--- config.mk ---
export PLATFORM = sky130hd
export DESIGN_NAME = spif_top
export DESIGN_NICKNAME = d
export VERILOG_FILES = /design/src/rtl/spif_io_pkg.sv /design/src/rtl/uart_esc_pkg.sv /design/src/rtl/uart_esc_tx.sv /design/src/rtl/uart_esc_rx.sv /design/src/rtl/wb_master.sv /design/src/rtl/io_regs.sv /design/src/rtl/spif_top.sv
export SDC_FILE = /design/constraint.sdc
export NUM_CORES = 1
export LEC_CHECK = 0
export BUFFER_PORTS_ARGS = -buffer_cell sky130_fd_sc_hd__buf_2
export CORE_MARGIN = 10
export CORE_UTILIZATION = 48
export DETAILED_ROUTE_END_ITERATION = 6
export PLACE_DENSITY = 0.77
export SLEW_MARGIN = 5
export SYNTH_ARGS = -nofsm -noshare
export SYNTH_HDL_FRONTEND = slang
export SYNTH_SLANG_ARGS = --single-unit
--- constraint.sdc ---
create_clock -name clk -period 1.93 [get_ports clk]
set_input_delay 0.2895 -clock clk [delete_from_list [all_inputs] [get_ports clk]]
set_output_delay 0.2895 -clock clk [all_outputs]
set_load 0.01 [all_outputs]
--- src/rtl/spif_io_pkg.sv ---
// SPIF I/O register map with the processor and Wishbone request types
package spif_io_pkg;

  // ==================================================
  // plain vector types
  // ==================================================

  typedef logic [14:0] io_addr_t;    // processor i/o address
  typedef logic [3:0]  reg_sel_t;    // internal register index
  typedef logic [31:0] wb_word_t;    // wishbone data word
  typedef logic [14:0] wb_addr_t;    // wishbone word address
  typedef logic [15:0] code_word_t;  // code ram word

  // ==================================================
  // bundles
  // ==================================================

  // processor request, data travels separately
  typedef struct packed {
    logic     rd;                    // io read strobe
    logic     wr;                    // io write strobe
    io_addr_t addr;                  // mem_addr of the access
  } cpu_io_t;

  // one latched wishbone cycle
  typedef struct packed {
    wb_addr_t addr;                  // adr_o
    wb_word_t data;                  // dat_o
    logic     we;                    // 1 = write
  } wb_req_t;

  // ==================================================
  // register map
  // ==================================================

  // reads and writes decode separately so indices overlap
  localparam reg_sel_t REG_UART      = 4'h0;  // rx byte / tx byte
  localparam reg_sel_t REG_RXFULL    = 4'h1;  // read only
  localparam reg_sel_t REG_TXBUSY    = 4'h2;  // read only
  localparam reg_sel_t REG_CODE_ADDR = 4'h1;  // write only
  localparam reg_sel_t REG_CODE_DATA = 4'h2;  // write only, auto increment
  localparam reg_sel_t REG_CYCLES    = 4'h6;  // free running counter
  localparam reg_sel_t REG_WB_UPPER  = 4'h7;  // upper wishbone bits
  localparam reg_sel_t REG_PRODUCT   = 4'hE;  // product id
  localparam reg_sel_t REG_SIZES     = 4'hF;  // memory size word

  localparam int INTERNAL_LIMIT = 16;  // first wishbone address

endpackage

--- src/rtl/uart_esc_pkg.sv ---
// UART escape coding types and constants shared by the transmit and receive sides
package uart_esc_pkg;

  // ==================================================
  // byte level
  // ==================================================

  typedef logic [7:0] uart_byte_t;  // raw uart byte

  localparam uart_byte_t ESC_BYTE = 8'h10;  // escape marker

  // 0x10..0x13 all share these
  localparam logic [5:0] ESC_PREFIX = ESC_BYTE[7:2];

  // ==================================================
  // receive fsm
  // ==================================================

  typedef enum logic {
    RX_IDLE = 1'b0,  // plain bytes or escape start
    RX_ESC  = 1'b1   // next byte holds the low bits
  } rx_state_e;

endpackage

--- src/rtl/uart_esc_tx.sv ---
// UART transmit escaper sending 0x10..0x13 as a two byte escape pair
`timescale 1ns/100ps

module uart_esc_tx (
  input  logic                     clk,
  input  logic                     arstn,
  input  logic                     i_wr,       // byte accepted from cpu
  input  uart_esc_pkg::uart_byte_t i_byte,     // byte to send
  input  logic                     i_u_ready,  // uart can take a byte
  output logic                     o_u_wr,     // uart transmit strobe
  output uart_esc_pkg::uart_byte_t o_u_dout,   // uart transmit data
  output logic                     o_busy      // write side wait state
);

  import uart_esc_pkg::*;

  logic       escaped;    // second byte still owed
  logic [1:0] lower;      // low bits of escaped byte
  logic       send_low;   // second byte goes out now
  logic       accept;     // new byte taken
  logic       is_esc;     // byte needs escaping

  assign send_low = escaped & i_u_ready & ~o_u_wr;
  assign accept   = i_wr & ~escaped;
  assign is_esc   = (i_byte[7:2] == ESC_PREFIX);
  assign o_busy   = ~i_u_ready | escaped | o_u_wr;  // pulse in flight counts too

  // ==================================================
  // strobe and escape state
  // ==================================================
  always_ff @(posedge clk or negedge arstn) begin
    if (!arstn) begin
      o_u_wr  <= 1'b0;
      escaped <= 1'b0;
    end else begin
      o_u_wr <= 1'b0;               // single cycle strobe
      if (send_low) begin
        o_u_wr  <= 1'b1;
        escaped <= 1'b0;
      end else if (accept) begin
        o_u_wr  <= 1'b1;
        escaped <= is_esc;          // owe the low bits
      end
    end
  end

  // data path
  always_ff @(posedge clk) begin
    if (send_low) begin
      o_u_dout <= {6'b000000, lower};  // 0x00..0x03
    end else if (accept) begin
      lower    <= i_byte[1:0];
      o_u_dout <= is_esc ? ESC_BYTE : i_byte;
    end
  end

endmodule

--- src/rtl/uart_esc_rx.sv ---
// UART receive unescaper feeding a one byte holding register for the processor
`timescale 1ns/100ps

module uart_esc_rx (
  input  logic                     clk,
  input  logic                     arstn,
  input  logic                     i_u_full,  // uart has a byte
  input  uart_esc_pkg::uart_byte_t i_u_din,   // uart received data
  input  logic                     i_take,    // cpu read of the byte
  output logic                     o_u_rd,    // uart consume strobe
  output logic                     o_full,    // holding register valid
  output uart_esc_pkg::uart_byte_t o_byte     // holding register
);

  import uart_esc_pkg::*;

  rx_state_e state;
  logic      rx_ok;       // raw byte available this cycle
  logic      is_esc;      // raw byte is 0x10..0x13

  // skip the cycle right after a pulse, uart full not yet updated
  assign rx_ok  = i_u_full & ~o_u_rd;
  assign is_esc = (i_u_din[7:2] == ESC_PREFIX);

  // ==================================================
  // unescape fsm
  // ==================================================
  always_ff @(posedge clk or negedge arstn) begin
    if (!arstn) begin
      state  <= RX_IDLE;
      o_u_rd <= 1'b0;
      o_full <= 1'b0;
      o_byte <= '0;
    end else begin
      o_u_rd <= 1'b0;
      if (rx_ok) begin
        case (state)
          RX_IDLE: begin
            if (is_esc) begin
              o_u_rd <= 1'b1;                 // escapes never wait
              if (i_u_din[1:0] == 2'b00) begin
                state <= RX_ESC;
              end                             // 0x11..0x13 dropped
            end else if (!o_full) begin
              o_u_rd <= 1'b1;                 // plain byte
              o_byte <= i_u_din;
              o_full <= 1'b1;
            end
          end
          RX_ESC: begin
            if (!o_full) begin                // else stall the uart
              o_u_rd <= 1'b1;
              o_byte <= {ESC_PREFIX, i_u_din[1:0]};  // restore 0x10+n
              o_full <= 1'b1;
              state  <= RX_IDLE;
            end
          end
          default: begin
            state <= RX_IDLE;
          end
        endcase
      end
      // fill needs empty, clear needs full
      if (i_take && o_full) begin
        o_full <= 1'b0;
      end
    end
  end

endmodule

--- src/rtl/wb_master.sv ---
// Wishbone master carrying one processor access at a time to the external bus
`timescale 1ns/100ps

module wb_master (
  input  logic                  clk,
  input  logic                  arstn,
  input  spif_io_pkg::cpu_io_t  i_req,    // processor strobes and address
  input  spif_io_pkg::wb_word_t i_data,   // upper bits joined with din
  input  logic                  i_ack_i,  // slave acknowledge
  input  spif_io_pkg::wb_word_t i_dat_i,  // slave read data
  output spif_io_pkg::wb_req_t  o_req,    // latched adr, dat, we
  output logic                  o_stb_o,  // strobe, also the busy flag
  output spif_io_pkg::wb_word_t o_rdata   // last read word
);

  import spif_io_pkg::*;

  logic external;   // address past the register block
  logic launch;     // start a bus cycle

  assign external = (i_req.addr >= io_addr_t'(INTERNAL_LIMIT));
  assign launch   = external & (i_req.rd | i_req.wr) & ~o_stb_o;

  // ==================================================
  // bus cycle
  // ==================================================
  always_ff @(posedge clk or negedge arstn) begin
    if (!arstn) begin
      o_stb_o <= 1'b0;
      o_req   <= '0;
      o_rdata <= '0;
    end else if (o_stb_o) begin
      if (i_ack_i) begin                // cycle ends on ack edge
        o_stb_o <= 1'b0;
        if (!o_req.we) begin
          o_rdata <= i_dat_i;           // capture read data
        end
      end
    end else if (launch) begin
      o_stb_o    <= 1'b1;
      o_req.addr <= wb_addr_t'(i_req.addr);
      o_req.data <= i_data;
      o_req.we   <= i_req.wr;           // write wins over read
    end
  end

endmodule

--- src/rtl/io_regs.sv ---
// SPIF register block with read mux, counter, code RAM loader, wait states and irqs
`timescale 1ns/100ps

module io_regs #(
  parameter int          WIDTH      = 24,     // processor word
  parameter int          CODE_SIZE  = 12,     // log2 code ram words
  parameter logic [15:0] PRODUCT_ID = 16'd1   // product id
) (
  input  logic                       clk,
  input  logic                       arstn,
  input  spif_io_pkg::cpu_io_t       i_io,        // processor request
  input  logic [WIDTH-1:0]           i_din,       // processor write data
  input  logic                       i_rx_full,   // holding register valid
  input  uart_esc_pkg::uart_byte_t   i_rx_byte,   // received byte
  input  logic                       i_tx_busy,   // escaper busy
  input  logic                       i_wb_busy,   // wishbone strobe up
  input  spif_io_pkg::wb_word_t      i_wb_rdata,  // last wishbone read
  input  spif_io_pkg::io_addr_t      i_code_addr, // instruction fetch address
  output logic [WIDTH-1:0]           o_io_dout,   // read data
  output logic                       o_hold,      // processor wait state
  output logic                       o_tx_wr,     // byte to escaper
  output uart_esc_pkg::uart_byte_t   o_tx_byte,
  output logic                       o_rx_take,   // empties holding register
  output spif_io_pkg::wb_word_t      o_wb_data,   // outgoing wishbone word
  output logic [CODE_SIZE-1:0]       o_code_a,
  output spif_io_pkg::code_word_t    o_code_din,
  output logic                       o_code_wr,
  output logic                       o_code_rd,
  output logic                       o_cyclev,    // counter wrap strobe
  output logic                       o_urxirq,    // rx full rising
  output logic                       o_utxirq     // tx busy falling
);

  import spif_io_pkg::*;

  localparam logic [3:0] CODE_BITS = 4'(CODE_SIZE);

  logic                 internal;   // register block address
  reg_sel_t             sel;
  logic                 tx_hold;    // uart write back pressure
  logic                 wr_ok;      // write sampled this cycle
  logic                 rd_ok;
  logic [31-WIDTH:0]    wb_upper;   // high bits of outgoing word
  logic [WIDTH-1:0]     cycles;
  logic [WIDTH-1:0]     outword;    // last tx word
  logic [WIDTH-1:0]     reg_dout;
  logic [CODE_SIZE-1:0] code_ptr;   // loader address
  code_word_t           code_data;
  logic                 code_wr_q;  // code ram write cycle
  logic                 rx_full_d;
  logic                 tx_busy_d;

  assign internal = (i_io.addr < io_addr_t'(INTERNAL_LIMIT));
  assign sel      = i_io.addr[3:0];

  // ==================================================
  // wait states and strobes
  // ==================================================
  assign tx_hold   = i_io.wr & internal & (sel == REG_UART) & i_tx_busy;
  assign o_hold    = tx_hold | code_wr_q | i_wb_busy;
  assign wr_ok     = i_io.wr & internal & ~o_hold;
  assign rd_ok     = i_io.rd & internal & ~o_hold;
  assign o_tx_wr   = wr_ok & (sel == REG_UART);
  assign o_tx_byte = i_din[7:0];
  assign o_rx_take = rd_ok & (sel == REG_UART);
  assign o_wb_data = {wb_upper, i_din};

  always_ff @(posedge clk or negedge arstn) begin
    if (!arstn) begin
      {o_cyclev, cycles} <= '0;
      wb_upper  <= '0;
      outword   <= '0;
      code_ptr  <= '0;
      code_wr_q <= 1'b0;
      rx_full_d <= 1'b0;
      tx_busy_d <= 1'b0;
    end else begin
      {o_cyclev, cycles} <= {1'b0, cycles} + 1'b1;  // carry out is the wrap
      rx_full_d <= i_rx_full;
      tx_busy_d <= i_tx_busy;
      code_wr_q <= 1'b0;
      if (code_wr_q) begin
        code_ptr <= code_ptr + 1'b1;  // bump after the write
      end
      if (wr_ok) begin
        case (sel)
          REG_UART:      outword   <= i_din;
          REG_CODE_ADDR: code_ptr  <= i_din[CODE_SIZE-1:0];
          REG_CODE_DATA: code_wr_q <= 1'b1;
          REG_WB_UPPER:  wb_upper  <= i_din[31-WIDTH:0];
          default: ;                        // other slots ignore writes
        endcase
      end
    end
  end

  always_ff @(posedge clk) begin
    if (wr_ok && (sel == REG_CODE_DATA)) begin
      code_data <= i_din[15:0];
    end
  end

  // ==================================================
  // read mux
  // ==================================================
  always_comb begin
    case (sel)
      REG_UART:     reg_dout = WIDTH'(i_rx_byte);
      REG_RXFULL:   reg_dout = WIDTH'(i_rx_full);
      REG_TXBUSY:   reg_dout = WIDTH'(i_tx_busy);
      REG_CYCLES:   reg_dout = cycles;
      REG_WB_UPPER: reg_dout = WIDTH'(i_wb_rdata[31:WIDTH]);  // read side high bits
      REG_PRODUCT:  reg_dout = WIDTH'(PRODUCT_ID);
      REG_SIZES:    reg_dout = WIDTH'({CODE_BITS, 8'h00});
      default:      reg_dout = outword;   // unused slots echo tx word
    endcase
  end

  assign o_io_dout = internal ? reg_dout : i_wb_rdata[WIDTH-1:0];

  // code ram port, loader steals it for one cycle
  assign o_code_wr  = code_wr_q;
  assign o_code_rd  = ~code_wr_q;
  assign o_code_a   = code_wr_q ? code_ptr : i_code_addr[CODE_SIZE-1:0];
  assign o_code_din = code_data;

  // interrupt edges
  assign o_urxirq = i_rx_full & ~rx_full_d;
  assign o_utxirq = ~i_tx_busy & tx_busy_d;

endmodule

--- src/rtl/spif_top.sv ---
// SPIF I/O processor top joining registers, UART escaping and the Wishbone bridge
`timescale 1ns/100ps

module spif_top #(
  parameter int          WIDTH      = 24,     // processor word, 17 to 31
  parameter int          CODE_SIZE  = 12,     // log2 code ram words
  parameter logic [15:0] PRODUCT_ID = 16'd1
) (
  input  logic                     clk,
  input  logic                     arstn,
  // ==================================================
  // processor
  input  logic                     i_io_rd,
  input  logic                     i_io_wr,
  input  spif_io_pkg::io_addr_t    i_mem_addr,
  input  logic [WIDTH-1:0]         i_din,
  output logic [WIDTH-1:0]         o_io_dout,
  output logic                     o_hold,
  input  spif_io_pkg::io_addr_t    i_code_addr,  // fetch address
  output logic [CODE_SIZE-1:0]     o_code_a,
  output spif_io_pkg::code_word_t  o_code_din,
  output logic                     o_code_wr,
  output logic                     o_code_rd,
  // ==================================================
  // uart
  input  logic                     i_u_ready,
  output logic                     o_u_wr,
  output uart_esc_pkg::uart_byte_t o_u_dout,
  input  logic                     i_u_full,
  output logic                     o_u_rd,
  input  uart_esc_pkg::uart_byte_t i_u_din,
  // ==================================================
  // wishbone
  output spif_io_pkg::wb_addr_t    o_adr_o,
  output spif_io_pkg::wb_word_t    o_dat_o,
  output logic                     o_we_o,
  output logic                     o_stb_o,
  input  logic                     i_ack_i,
  input  spif_io_pkg::wb_word_t    i_dat_i,
  // interrupts
  output logic                     o_cyclev,
  output logic                     o_urxirq,
  output logic                     o_utxirq
);

  import spif_io_pkg::*;
  import uart_esc_pkg::*;

  cpu_io_t    cpu_io;      // shared by regs and bridge
  wb_req_t    wb_req;
  wb_word_t   wb_data;
  wb_word_t   wb_rdata;
  uart_byte_t tx_byte;
  uart_byte_t rx_byte;
  logic       tx_wr;
  logic       tx_busy;
  logic       rx_take;
  logic       rx_full;

  assign cpu_io  = '{rd: i_io_rd, wr: i_io_wr, addr: i_mem_addr};
  assign o_adr_o = wb_req.addr;
  assign o_dat_o = wb_req.data;
  assign o_we_o  = wb_req.we;

  io_regs #(
    .WIDTH      (WIDTH),
    .CODE_SIZE  (CODE_SIZE),
    .PRODUCT_ID (PRODUCT_ID)
  ) io_regs_i (
    .clk         (clk),
    .arstn       (arstn),
    .i_io        (cpu_io),
    .i_din       (i_din),
    .i_rx_full   (rx_full),
    .i_rx_byte   (rx_byte),
    .i_tx_busy   (tx_busy),
    .i_wb_busy   (o_stb_o),    // strobe up means bus busy
    .i_wb_rdata  (wb_rdata),
    .i_code_addr (i_code_addr),
    .o_io_dout   (o_io_dout),
    .o_hold      (o_hold),
    .o_tx_wr     (tx_wr),
    .o_tx_byte   (tx_byte),
    .o_rx_take   (rx_take),
    .o_wb_data   (wb_data),
    .o_code_a    (o_code_a),
    .o_code_din  (o_code_din),
    .o_code_wr   (o_code_wr),
    .o_code_rd   (o_code_rd),
    .o_cyclev    (o_cyclev),
    .o_urxirq    (o_urxirq),
    .o_utxirq    (o_utxirq)
  );

  uart_esc_tx uart_esc_tx_i (
    .clk       (clk),
    .arstn     (arstn),
    .i_wr      (tx_wr),
    .i_byte    (tx_byte),
    .i_u_ready (i_u_ready),
    .o_u_wr    (o_u_wr),
    .o_u_dout  (o_u_dout),
    .o_busy    (tx_busy)
  );

  uart_esc_rx uart_esc_rx_i (
    .clk      (clk),
    .arstn    (arstn),
    .i_u_full (i_u_full),
    .i_u_din  (i_u_din),
    .i_take   (rx_take),
    .o_u_rd   (o_u_rd),
    .o_full   (rx_full),
    .o_byte   (rx_byte)
  );

  wb_master wb_master_i (
    .clk     (clk),
    .arstn   (arstn),
    .i_req   (cpu_io),
    .i_data  (wb_data),
    .i_ack_i (i_ack_i),
    .i_dat_i (i_dat_i),
    .o_req   (wb_req),
    .o_stb_o (o_stb_o),
    .o_rdata (wb_rdata)
  );

endmodule

After elaboration in Yosys (flattened, before gate mapping)
Index checks and enable logic that the tools add are counted.
Word-level totals
  logic and storage cells: 119
  memories: 0
  RAM bits: 0
  bits in latches: 0
  output and inout port bits: 117
  flip-flop bits (word level): 192
  ROM bits: 0
Cells by class
  muxes and demuxes: 34
  bitwise operators: 33
  reductions and logical operators: 13
  $mul: 0
  shift-type cells: 0
  $add $sub $neg: 2
  div/mod/pow operators: 0
  magnitude comparators: 2
  equal/unequal tests: 12
Operator list (number)
  $pmux 24 s7: 1
  $mux 12: 4
  $mux 8: 4
  $add 24x1->25 const B: 1
  $mux 24: 1
  $mux 1: 18
  $and 1x1->1: 16
  $pmux 8 s2: 1
  $ge 15x5->1 const B: 1
  $lt 15x5->1 const B: 1
  $add 12x1->12 const B: 1
  $eq 6x3->1 const B: 2
  $not 1->1: 12
  $reduce_and 2->1: 5
  $eq 4x3->1 const B: 2
  $eq 4x4->1 const B: 2
  $ne 2x2->1 const B: 3
  $pmux 1 s2: 3
  $or 1x1->1: 5
  $eq 4x1->1 const B: 1
  $eq 4x2->1 const B: 1
  $logic_not 4->1: 1
  $mux 2: 2
  $reduce_and 4->1: 1
  5 further kinds: 7

Depth between registers and ports, before layout
Gate-level depths: netlist of run 1.
  depth after elaboration: 12
  mapped depth: 7
  mapped depth without buffers: 6

Hierarchy
Synthesis of run 1 repeated with hierarchy kept, for this count alone.
Second synthesis, totals
  cell total of the unflattened synthesis: 677
  area, all modules: 8704.6 µm²
Modules (own cells, without submodules)
  io_regs: times used 1, area an instance 4653.2 µm², cells each 409
  wb_master: times used 1, area an instance 3057.9 µm², cells each 183
  uart_esc_rx: times used 1, area an instance 535.5 µm², cells each 50
  uart_esc_tx: times used 1, area an instance 457.9 µm², cells each 35

Worst setup path before layout of run 1
Ideal clock, no wire load.
  path type: input to register
  start point: input port i_mem_addr[14]
  end point: register io_regs_i.code_data[0], in the netlist io_regs_i.o_code_din[0], enable pin
  data required time: 1556 ps
  stages on the path: 4
  path slack: 49 ps
  arrival time: 1507 ps
  cell sequence: nor4_2 and3_1 buf_2 and3_1
Between the ends
  cells in the longest elaborated chain, start to end: 9
Ends and longest elaborated chain
  start, declared: RTL line spif_top.sv:15  | input spif_io_pkg::io_addr_t i_mem_addr,
  $lt 15x5->1 (*): RTL line io_regs.sv:53  | assign internal = (i_io.addr < io_addr_t'(INTERNAL_LIMIT));
  $and 1x1->1 (*): RTL line io_regs.sv:59, io_regs.sv:61
  $and 1x1->1 (2 in a row): RTL line io_regs.sv:59  | assign tx_hold = i_io.wr & internal & (sel == REG_UART) & i_tx_busy;
  $or 1x1->1 (2 in a row): RTL line io_regs.sv:60  | assign o_hold = tx_hold | code_wr_q | i_wb_busy;
  $not 1->1: RTL line io_regs.sv:61  | assign wr_ok = i_io.wr & internal & ~o_hold;
  $and 1x1->1 (*): RTL line io_regs.sv:61
  $logic_and 1x1->1 (*): RTL line io_regs.sv:98  | if (wr_ok && (sel == REG_CODE_DATA)) begin
  end signal, assigned: RTL line io_regs.sv:99  | code_data <= i_din[15:0];
  end, declared: RTL line io_regs.sv:48  | code_word_t code_data;
Mark *: on every way between the ends. The rest lies on a longest branch, timed or not.
A chain may end at the register's enable or synchronous reset.

Final worst setup path of run 1
  start point: register uart_esc_tx_i.escaped
  end point: output port o_io_dout[0]
Between the ends
  cells in the longest elaborated chain, start to end: 4
Ends and longest elaborated chain
  start, declared: RTL line uart_esc_tx.sv:17  | logic escaped;
  start signal, assigned: RTL line uart_esc_tx.sv:42  | escaped <= is_esc;
  $or 1x1->1 (2 in a row): RTL line uart_esc_tx.sv:26  | assign o_busy = ~i_u_ready | escaped | o_u_wr;
  $pmux 24 s7: RTL line io_regs.sv:107  | case (sel)
  $mux 24: RTL line io_regs.sv:119  | assign o_io_dout = internal ? reg_dout : i_wb_rdata[WIDTH-1:0];
  end, declared: RTL line spif_top.sv:17  | output logic [WIDTH-1:0] o_io_dout,
Every way passes these cells.

==> qor.csv, run 1 <==
stage,metric,value,unit
power_and_ir_drop,Power Density,1040,nW/um^2
drt,DR WL/cell,20.1,um
clocking,clock buffer depth,2,
place,Final HPWL DP,16.3,mm
run_status,status,finished with violations,
run_status,failing checks,setup timing,
sta,Fmax,483,MHz
sta,final setup margin,-0.141,ns
synth,"Cell Area, Synth",8240,sq um
critical_path,CP max-delay cell,dfrtp_1,
drt,final WL,23.0,mm
global_routing,All-Layer GR Usage,19.8,%
place,Final GP Congestion,0.832,
sta,final hold slack,0.0480,ns
cells_and_area,Layout Utilization,65.7,%
clocking,H-tree levels,4,
die,total I/O pin count,218,
clocking,CTS tree,yes,
cells_and_area,fin cells,1144,
cells_and_area,Final Instance Area,11000,sq um
clocking,Root Driver,clkbuf_16,
synth,register bit total from synthesis,192,
sta,Slew HR,61.2,%
critical_path,critical-path cell list,"nor3b_2, buf_4, o2bb2ai_4, a2111oi_4, nor2_1, buf_2",
sta,min Tclk post-route,2.07,ns
global_routing,initial antenna violation count,1,
drt,final antenna-violating net count,0,
cells_and_area,share of layout cells above drive strength 1,49.2,%
synth,library cells used by synthesis,50,
sta,Least-Margin Pin Slew,0.579,ns
place,port bufs,214,
drt,drt pass-1 iters,5,
critical_path,crit path kind,reg2out,
global_routing,largest net degree at the start of global routing,52,
place,"Cell Area, Placed",9880,sq um
synth,Post-synth EDFFs,20,
die,# rows,47,
die,die area,22800,sq um
sta,clock skew,0.00938,ns
drt,Vias/cell,5.44,
sta,endpoints failing setup,18,
synth,Synth area leaders,"dfrtp_1 50%, mux2_2 12%, edfxtp_1 7.3%, mux2_1 5.2%, nor2_1 2.9%",
cells_and_area,ANT cells,0,
drt,1st-iter DRT viols,366,
worst_hold_path,Min-Delay Path Class,in2reg,
synth,Yosys top cell area share,50.4,%
sta,unrepaired setup endpoints after global routing,true,
cells_and_area,nets,1014,
synth,most frequent cells after synthesis,"166 x dfrtp_1, 85 x mux2_2, 64 x nor2_1, 38 x mux2_1, 32 x a21oi_1",
cells_and_area,P&R area growth vs syn,33.2,%
cells_and_area,# fillers,1230,
critical_path,CP max stage delay,0.40,ns
critical_path,CP max FO,2,
critical_path,CP required,1.64,ns
place,placed insts,1097,
clocking,Num CTS Buffers,17,
critical_path,crit end category,primary output,
sta,period utilization,107,%
synth,sequential share of the synthesized area,59.1,%
die,DIE WIDTH,151,um
clocking,CTS sink count,192,
synth,most frequent cell after synthesis,dfrtp_1,
die,initial core utilization,49.3,%
drt,Vias,6221,
die,Core ar.,16700,sq um
global_routing,vias in the first global route,6440,
critical_path,Arrival @ worst endpoint,1.78,ns
flow_run,max cap viols,0,
power_and_ir_drop,Peak VDD IR,682,uV
clocking,clk slew on worst S/H paths,0.07,ns
sta,final hold vios,0,
synth,Synth Area per Inst,12.7,sq um
drt,Residual DRC,0,
synth,warning count from the yosys run,0,
synth,Syn Inst Count,651,
critical_path,startpoint types,flop,
synth,ys async rst share,86.5,%
synth,Post-Syn Nets,754,
sta,Final Max Slew Viols,0,
synth,dominant cell type by area after synthesis,dfrtp_1,
die,chip height,151,um
global_routing,GRT overflow,0,
clocking,later-pin clock latency in the skew report,0.44,ns
synth,"Top FF cell, synth",dfrtp_1,
power_and_ir_drop,Leakage,5.13,nW
global_routing,first-pass GRT wire length,35.2,mm
-- worst paths after layout --
kind	end	slack (ns)	cells after the start	startpoint
setup reg to reg	io_regs_i.cycles[22]	0.04	5	io_regs_i.cycles[1]
setup / recovery	o_io_dout[0]	-0.14	6	uart_esc_tx_i.escaped
hold reg to reg	wb_master_i.o_req[27]	0.48	1	wb_master_i.o_req[27]
max in group asynchronous	io_regs_i.o_code_wr	0.86	3	arstn
hold / removal	uart_esc_rx_i.state	0.05	2	i_u_din[1]
min in group asynchronous	wb_master_i.o_rdata[15]	0.33	2	arstn
-- timing repair --
item / CTS / global route
buffers inserted: 4 / 10
endpoints found under the hold margin: 40 / 0
gates cloned: 2 / 1
setup endpoints to repair: 26 / 53
hold buffers: 1 / 0
resized for setup: 20 / 76
pin swaps: 6 / 19
-- kinds of logic after synthesis --
kind of cell	Yosys count	share of synthesized area (%)
adders and majority gates	2	0.304
buffers and inverters	45	2.70
xor gates and xnor gates	33	3.51
AOI/OAI and AO/OA	88	7.14
and+or+nand+nor	167	10.3
muxes	124	16.9
DFF	192	59.1
-- state kept, by name (all words and copies together), names as in the netlist, 2 cells and up --
| register | cells |
|---|---|
| uart_esc_tx_i.lower | 2 |
| io_regs_i.cycles | 24 |
| io_regs_i.wb_upper | 8 |
| uart_esc_tx_i.o_u_dout | 8 |
| io_regs_i.outword | 24 |
| wb_master_i.o_req | 48 |
| wb_master_i.o_rdata | 32 |
| uart_esc_rx_i.o_byte | 8 |
| io_regs_i.code_ptr | 12 |
| io_regs_i.o_code_din | 16 |
-- metal layers --
metal	track usage, %	part of all wire, %	vias to the layer above	wire [um]
met5	0	0.048	-	11
met4	5.44	1.5	2	347
met3	6.59	8.0	33	1830
met2	32.2	49	201	11300
met1	24.7	41	3117	9500
li1	-	-	2868	-
-- cells in the final DEF, fill, tap and decap left out, drive strengths merged, types with 20 or more instances in the layout --
| master | synthesis | layout |
|---|---|---|
| nor2 | 66 | 66 |
| inv | 14 | 20 |
| edfxtp | 20 | 20 |
| a21oi | 32 | 32 |
| buf | 20 | 268 |
| clkbuf | 11 | 20 |
| mux2 | 123 | 123 |
| dfrtp | 166 | 166 |
| nand2 | 30 | 30 |
| xnor2 | 23 | 23 |
-- stage by stage --
stage	setup WS (ns)	TNS [ns]	total power, mW
after detailed placement	-0.153	-10.37	7.94
after floorplan	0.0489	0	6.66
final	-0.141	-0.589	11.4
after CTS	-0.126	-1.78	11.3
after global routing	-0.216	-1.64	11.9
after global placement	-0.122	-7.84	7.83
-- worst max-delay path, delay by kind of cell, from the launching register on --
kind,cells,cell delay (ns)
AOI/OAI and AO/OA,2,0.35
buffers and inverters,2,0.31
DFF,1,0.40
and+or+nand+nor,2,0.28
-- layout make-up --
class	count	area [sq um]	share of cell area, %
sequential	192	4880	44.4
multi-input combinational	414	3440	31.3
timing repair buffer	272	1780	16.2
clock buffer	17	425	3.87
tap	220	275	2.51
clock inverter	15	128	1.16
inverter	14	52.6	0.479
-- where the power goes --
part / total, mW / internal (mW) / switching (mW)
combinational: 2.80 / 1.43 / 1.37
sequential: 5.26 / 4.81 / 0.454
clock: 3.33 / 1.69 / 1.64
total: 11.4 / 7.92 / 3.46
No activity file was read; power rests on OpenSTA's default activity.
==> inputs of run 2 (changes only) <==
- CAP_MARGIN: not set -> 20
- SKIP_CTS_REPAIR_TIMING: not set -> 1
==> qor.csv, run 2 (same netlist as run 1, synthesis figures left out) <==
stage,metric,value,unit
cells_and_area,"Most flops, register",wb_master_i.o_req,
clocking,clk slew on worst S/H paths,0.07,ns
run_status,status,finished with violations,
cells_and_area,# fillers,1256,
cells_and_area,ANT cells,0,
cells_and_area,Layout Utilization,64.8,%
global_routing,vias in the first global route,6302,
power_and_ir_drop,Power Density,1050,nW/um^2
power_and_ir_drop,Peak VDD IR,683,uV
drt,drt pass-1 iters,5,
clocking,CTS sink count,192,
sta,unrepaired setup endpoints after global routing,true,
sta,final hold vios,0,
critical_path,crit end category,primary output,
global_routing,first-pass GRT wire length,34.3,mm
cells_and_area,"commonest non-fill, non-tap cells in the layout","210 x buf_2, 164 x dfrtp_1, 85 x mux2_2",
die,initial core utilization,49.3,%
global_routing,initial antenna violation count,2,
clocking,Num CTS Buffers,17,
critical_path,Arrival @ worst endpoint,1.83,ns
place,Final HPWL DP,16.3,mm
flow_run,max cap viols,0,
drt,1st-iter DRT viols,381,
die,die area,22800,sq um
die,DIE WIDTH,151,um
worst_hold_path,Hold Path Depth,2,
critical_path,worst r2r path cells,5,
drt,final WL,22.7,mm
cells_and_area,nets,1011,
clocking,Root Driver,clkbuf_16,
critical_path,CP required,1.64,ns
worst_hold_path,Worst Hold Launch,i_u_din[1],
cells_and_area,max reg flops,48,
die,Core ar.,16700,sq um
cells_and_area,Largest regs,"wb_master_i.o_req: 48 flops, wb_master_i.o_rdata: 32 flops",
sta,Least-Margin Pin Slew,0.578,ns
critical_path,RR Endpoint,io_regs_i.cycles[18],
cells_and_area,"commonest non-fill, non-tap cell in the layout",buf_2,
die,chip height,151,um
clocking,later-pin clock latency in the skew report,0.44,ns
die,# rows,47,
sta,period utilization,110,%
drt,Residual DRC,0,
worst_hold_path,sink of the worst hold path,uart_esc_rx_i.state,
critical_path,CP startpoint,uart_esc_tx_i.o_u_wr,
critical_path,"setup slack, reg-to-reg",0.10,ns
place,"worst slack, placed",-0.153,ns
sta,Slew HR,61.3,%
sta,final setup margin,-0.187,ns
sta,clock skew,0.00823,ns
sta,Fmax,472,MHz
sta,post-route setup TNS,-0.483,ns
drt,DR WL/cell,19.9,um
run_status,failing checks,setup timing,
sta,Final Max Slew Viols,0,
critical_path,crit path kind,reg2out,
sta,min Tclk post-route,2.12,ns
critical_path,startpoint types,flop,
clocking,CTS tree,yes,
cells_and_area,share of layout cells above drive strength 1,47.3,%
sta,endpoints failing setup,15,
global_routing,All-Layer GR Usage,19.2,%
place,Final GP Congestion,0.832,
critical_path,r2r startpoint,io_regs_i.cycles[1],
worst_hold_path,Min-Delay Path Class,in2reg,
cells_and_area,P&R area growth vs syn,31.4,%
clocking,clock buffer depth,2,
critical_path,CP max FO,4,
drt,final antenna-violating net count,0,
clocking,H-tree levels,4,
global_routing,GRT overflow,0,
die,total I/O pin count,218,
drt,Vias,6185,
power_and_ir_drop,Leakage,5.06,nW
place,port bufs,214,
global_routing,largest net degree at the start of global routing,52,
drt,Vias/cell,5.42,
-- run 2: changes by cell type in the layout (fill, tap and decap cells not counted), sizes merged --
| cell | change |
|---|---|
| buf | -3 |
-- run 2: metal layers --
metal | vias up | global-route usage (%) | part of all wire (%)
li1 | 2858 | - | -
met1 | 3069 | 24.1 | 41
met2 | 220 | 31.2 | 49
met3 | 34 | 6.53 | 8.5
met4 | 4 | 4.91 | 1.5
met5 | - | 0 | 0.084
-- run 2: power breakdown --
group | switching [mW] | internal (mW)
Clock | 1.63 | 1.69
Sequential | 0.455 | 4.81
Combinational | 1.36 | 1.42
Total | 3.44 | 7.92
-- run 2: worst max-delay path: stages, from the launching register on --
cell and delay [ns]:
dfrtp_1 0.42, nor3b_2 0.21, buf_4 0.17, o2bb2ai_4 0.06, a2111oi_4 0.30, nor2_1 0.08, buf_2 0.15
-- run 2: cell type report --
type	count	area (sq um)	share of cell area [%]
timing repair buffer	269	1690	15.6
sequential	192	4880	45.0
clock inverter	15	128	1.18
inverter	14	52.6	0.485
multi-input combinational	414	3380	31.2
tap	220	275	2.54
clock buffer	17	425	3.93
-- run 2: worst max-delay path by stage --
stage | to | cells after the start | slack [ns]
finish | o_io_dout[0] | 6 | -0.19
global route | o_io_dout[0] | 6 | -0.24
CTS | o_io_dout[0] | 6 | -0.37
detailed placement | io_regs_i.o_code_din[15] | 7 | -0.15
global placement | io_regs_i.o_code_din[15] | 7 | -0.12
floorplan | io_regs_i.o_code_din[0] | 4 | 0.05
-- run 2: stage by stage --
stage | hold WS, ns | std cells | power (mW) | cell area, sq um
floorplan | -0.00609 | 651 | 6.66 | 8240
global placement | 0.235 | 1097 | 7.83 | 9880
detailed placement | 0.233 | 1097 | 7.94 | 9880
CTS | -0.233 | 1129 | 11.3 | 10400
global route | 0.0444 | 1141 | 11.9 | 10800
finish | 0.0478 | 1141 | 11.4 | 10800
==> inputs of run 3 (changes only) <==
- RECOVER_POWER: not set -> 25
- SKIP_CTS_REPAIR_TIMING: 1 -> not set
- clock period: 1.93 -> 1.89 ns (I/O delays scaled with it)
==> qor.csv, run 3 (same netlist as run 1, synthesis figures left out) <==
stage,metric,value,unit
run_status,status,finished with violations,
run_status,failing checks,setup timing,
cells_and_area,"Most flops, register",wb_master_i.o_req,
sta,period utilization,110,%
drt,Residual DRC,0,
power_and_ir_drop,Switching Fraction,30.0,%
critical_path,critical-path cell list,"nor3b_2, buf_4, o2bb2ai_4, a2111oi_4, nor2_1, buf_2",
critical_path,CP max-delay cell,dfrtp_1,
clocking,clk slew on worst S/H paths,0.07,ns
die,chip height,151,um
worst_hold_path,Min-Delay Path Class,in2reg,
clocking,Num CTS Buffers,17,
sta,Final Max Slew Viols,0,
critical_path,CP max FO,2,
cells_and_area,Layout Utilization,68.9,%
critical_path,r2r startpoint,uart_esc_tx_i.escaped,
die,die area,22800,sq um
drt,Vias,6469,
critical_path,CP required,1.61,ns
cells_and_area,P&R area growth vs syn,39.5,%
sta,unrepaired setup endpoints after global routing,true,
cells_and_area,"commonest non-fill, non-tap cells in the layout","191 x buf_2, 165 x dfrtp_1, 85 x mux2_2",
cells_and_area,max reg flops,48,
cells_and_area,share of layout cells above drive strength 1,49.3,%
power_and_ir_drop,Overall Power,12.0,mW
critical_path,RR Endpoint,io_regs_i.outword[22],
clocking,clock buffer depth,2,
critical_path,startpoint types,flop,
power_and_ir_drop,combinational power share,25.5,%
cells_and_area,nets,1035,
clocking,Root Driver,clkbuf_16,
power_and_ir_drop,Leakage,5.26,nW
place,port bufs,214,
die,total I/O pin count,218,
drt,final antenna-violating net count,0,
drt,Vias/cell,5.55,
critical_path,worst r2r path cells,9,
power_and_ir_drop,Peak VDD IR,721,uV
critical_path,CP startpoint,uart_esc_tx_i.escaped,
cells_and_area,Final Instance Area,11500,sq um
sta,endpoints failing setup,53,
drt,DR WL/cell,21.8,um
drt,drt pass-1 iters,7,
sta,clock skew,0.00759,ns
power_and_ir_drop,Clock Power Share,29.6,%
drt,1st-iter DRT viols,481,
cells_and_area,Largest regs,"wb_master_i.o_req: 48 flops, wb_master_i.o_rdata: 32 flops",
clocking,CTS sink count,192,
cells_and_area,ANT cells,0,
power_and_ir_drop,P_int,8.37,mW
die,DIE WIDTH,151,um
place,"Cell Area, Placed",9960,sq um
drt,final WL,25.4,mm
critical_path,"setup slack, reg-to-reg",-0.05,ns
critical_path,CP max stage delay,0.39,ns
power_and_ir_drop,NetSw,3.59,mW
global_routing,largest net degree at the start of global routing,46,
sta,min Tclk post-route,2.09,ns
die,# rows,47,
die,initial core utilization,49.3,%
global_routing,vias in the first global route,6624,
place,Final GP Congestion,0.856,
clocking,CTS tree,yes,
critical_path,Worst Setup EP,o_io_dout[0],
place,"worst slack, placed",-0.141,ns
global_routing,first-pass GRT wire length,37.6,mm
global_routing,initial antenna violation count,2,
global_routing,All-Layer GR Usage,21.2,%
sta,final hold vios,0,
clocking,later-pin clock latency in the skew report,0.43,ns
sta,Fmax,479,MHz
die,Core ar.,16700,sq um
sta,Least-Margin Pin Slew,1.19,ns
flow_run,max cap viols,0,
clocking,H-tree levels,4,
critical_path,crit path kind,reg2out,
power_and_ir_drop,sequential power share,44.9,%
place,Final HPWL DP,16.3,mm
cells_and_area,"commonest non-fill, non-tap cell in the layout",buf_2,
sta,Slew HR,20.5,%
global_routing,GRT overflow,0,
power_and_ir_drop,Power Density,1040,nW/um^2
critical_path,crit end category,primary output,
critical_path,Arrival @ worst endpoint,1.80,ns
sta,final setup margin,-0.198,ns
[run 3: critical path, delay by kind of cell, from the launching register on]
| family | cells | cell delay [ns] |
|---|---|---|
| compound gates | 2 | 0.37 |
| flops | 1 | 0.39 |
| simple gates | 2 | 0.29 |
| buf+inv | 2 | 0.32 |
[run 3: how the worst min path moves through the flow]
stage	startpoint	endpoint	slack (ns)	depth (start not counted)
after global placement	arstn	wb_master_i.o_rdata[22]	0.25	1
after floorplan	arstn	io_regs_i.code_ptr[0]	-0.01	0
after detailed placement	arstn	wb_master_i.o_rdata[22]	0.25	1
final	i_u_din[1]	uart_esc_rx_i.state	0.06	2
after global routing	i_u_din[0]	uart_esc_rx_i.state	0.06	2
after CTS	i_u_din[0]	uart_esc_rx_i.state	0.04	2
[run 3: what timing repair did]
action,in CTS,in global routing
pin swaps,16,24
setup buffers,16,9
endpoints found under the setup margin,41,94
gates cloned,6,1
endpoints found under the hold margin,41,0
resized for setup,99,62
hold buffers,1,0
[run 3: layout make-up]
class	instances	area, sq um
Clock buffer	18	429
Timing Repair Buffer	293	2000
Clock inverter	14	139
Inverter	14	52.6
Fill cell	1124	5200
Tap cell	220	275
Multi-Input combinational cell	414	3730
Sequential cell	192	4880
[run 3: per-stage QoR]
step                      setup TNS [ns]  hold WS, ns  std cells
after floorplan                        0      -0.0121        651
after detailed placement          -13.24        0.252       1105
after global routing               -5.74       0.0576       1165
after global placement            -13.10        0.248       1105
final                              -2.87       0.0612       1165
after CTS                          -1.67       0.0400       1159
[run 3: routing by layer]
metal	global-route usage (%)	routed length, um	up-vias	part of all wire, %
met3	7.16	1990	61	7.8
met1	26.8	10400	3219	41
met5	0	23	-	0.091
met2	33.6	12300	269	49
met4	6.93	691	4	2.7
li1	-	-	2916	-
[run 3: power groups by stage]
stage               logic [mW]  registers (mW)  clock network, mW
global placement          2.68            5.33                  0
floorplan                 1.36            5.44                  0
finish                    3.05            5.37               3.54
CTS                       2.92            5.33               3.59
detailed placement        2.75            5.38                  0
global route              3.27            5.45               3.76
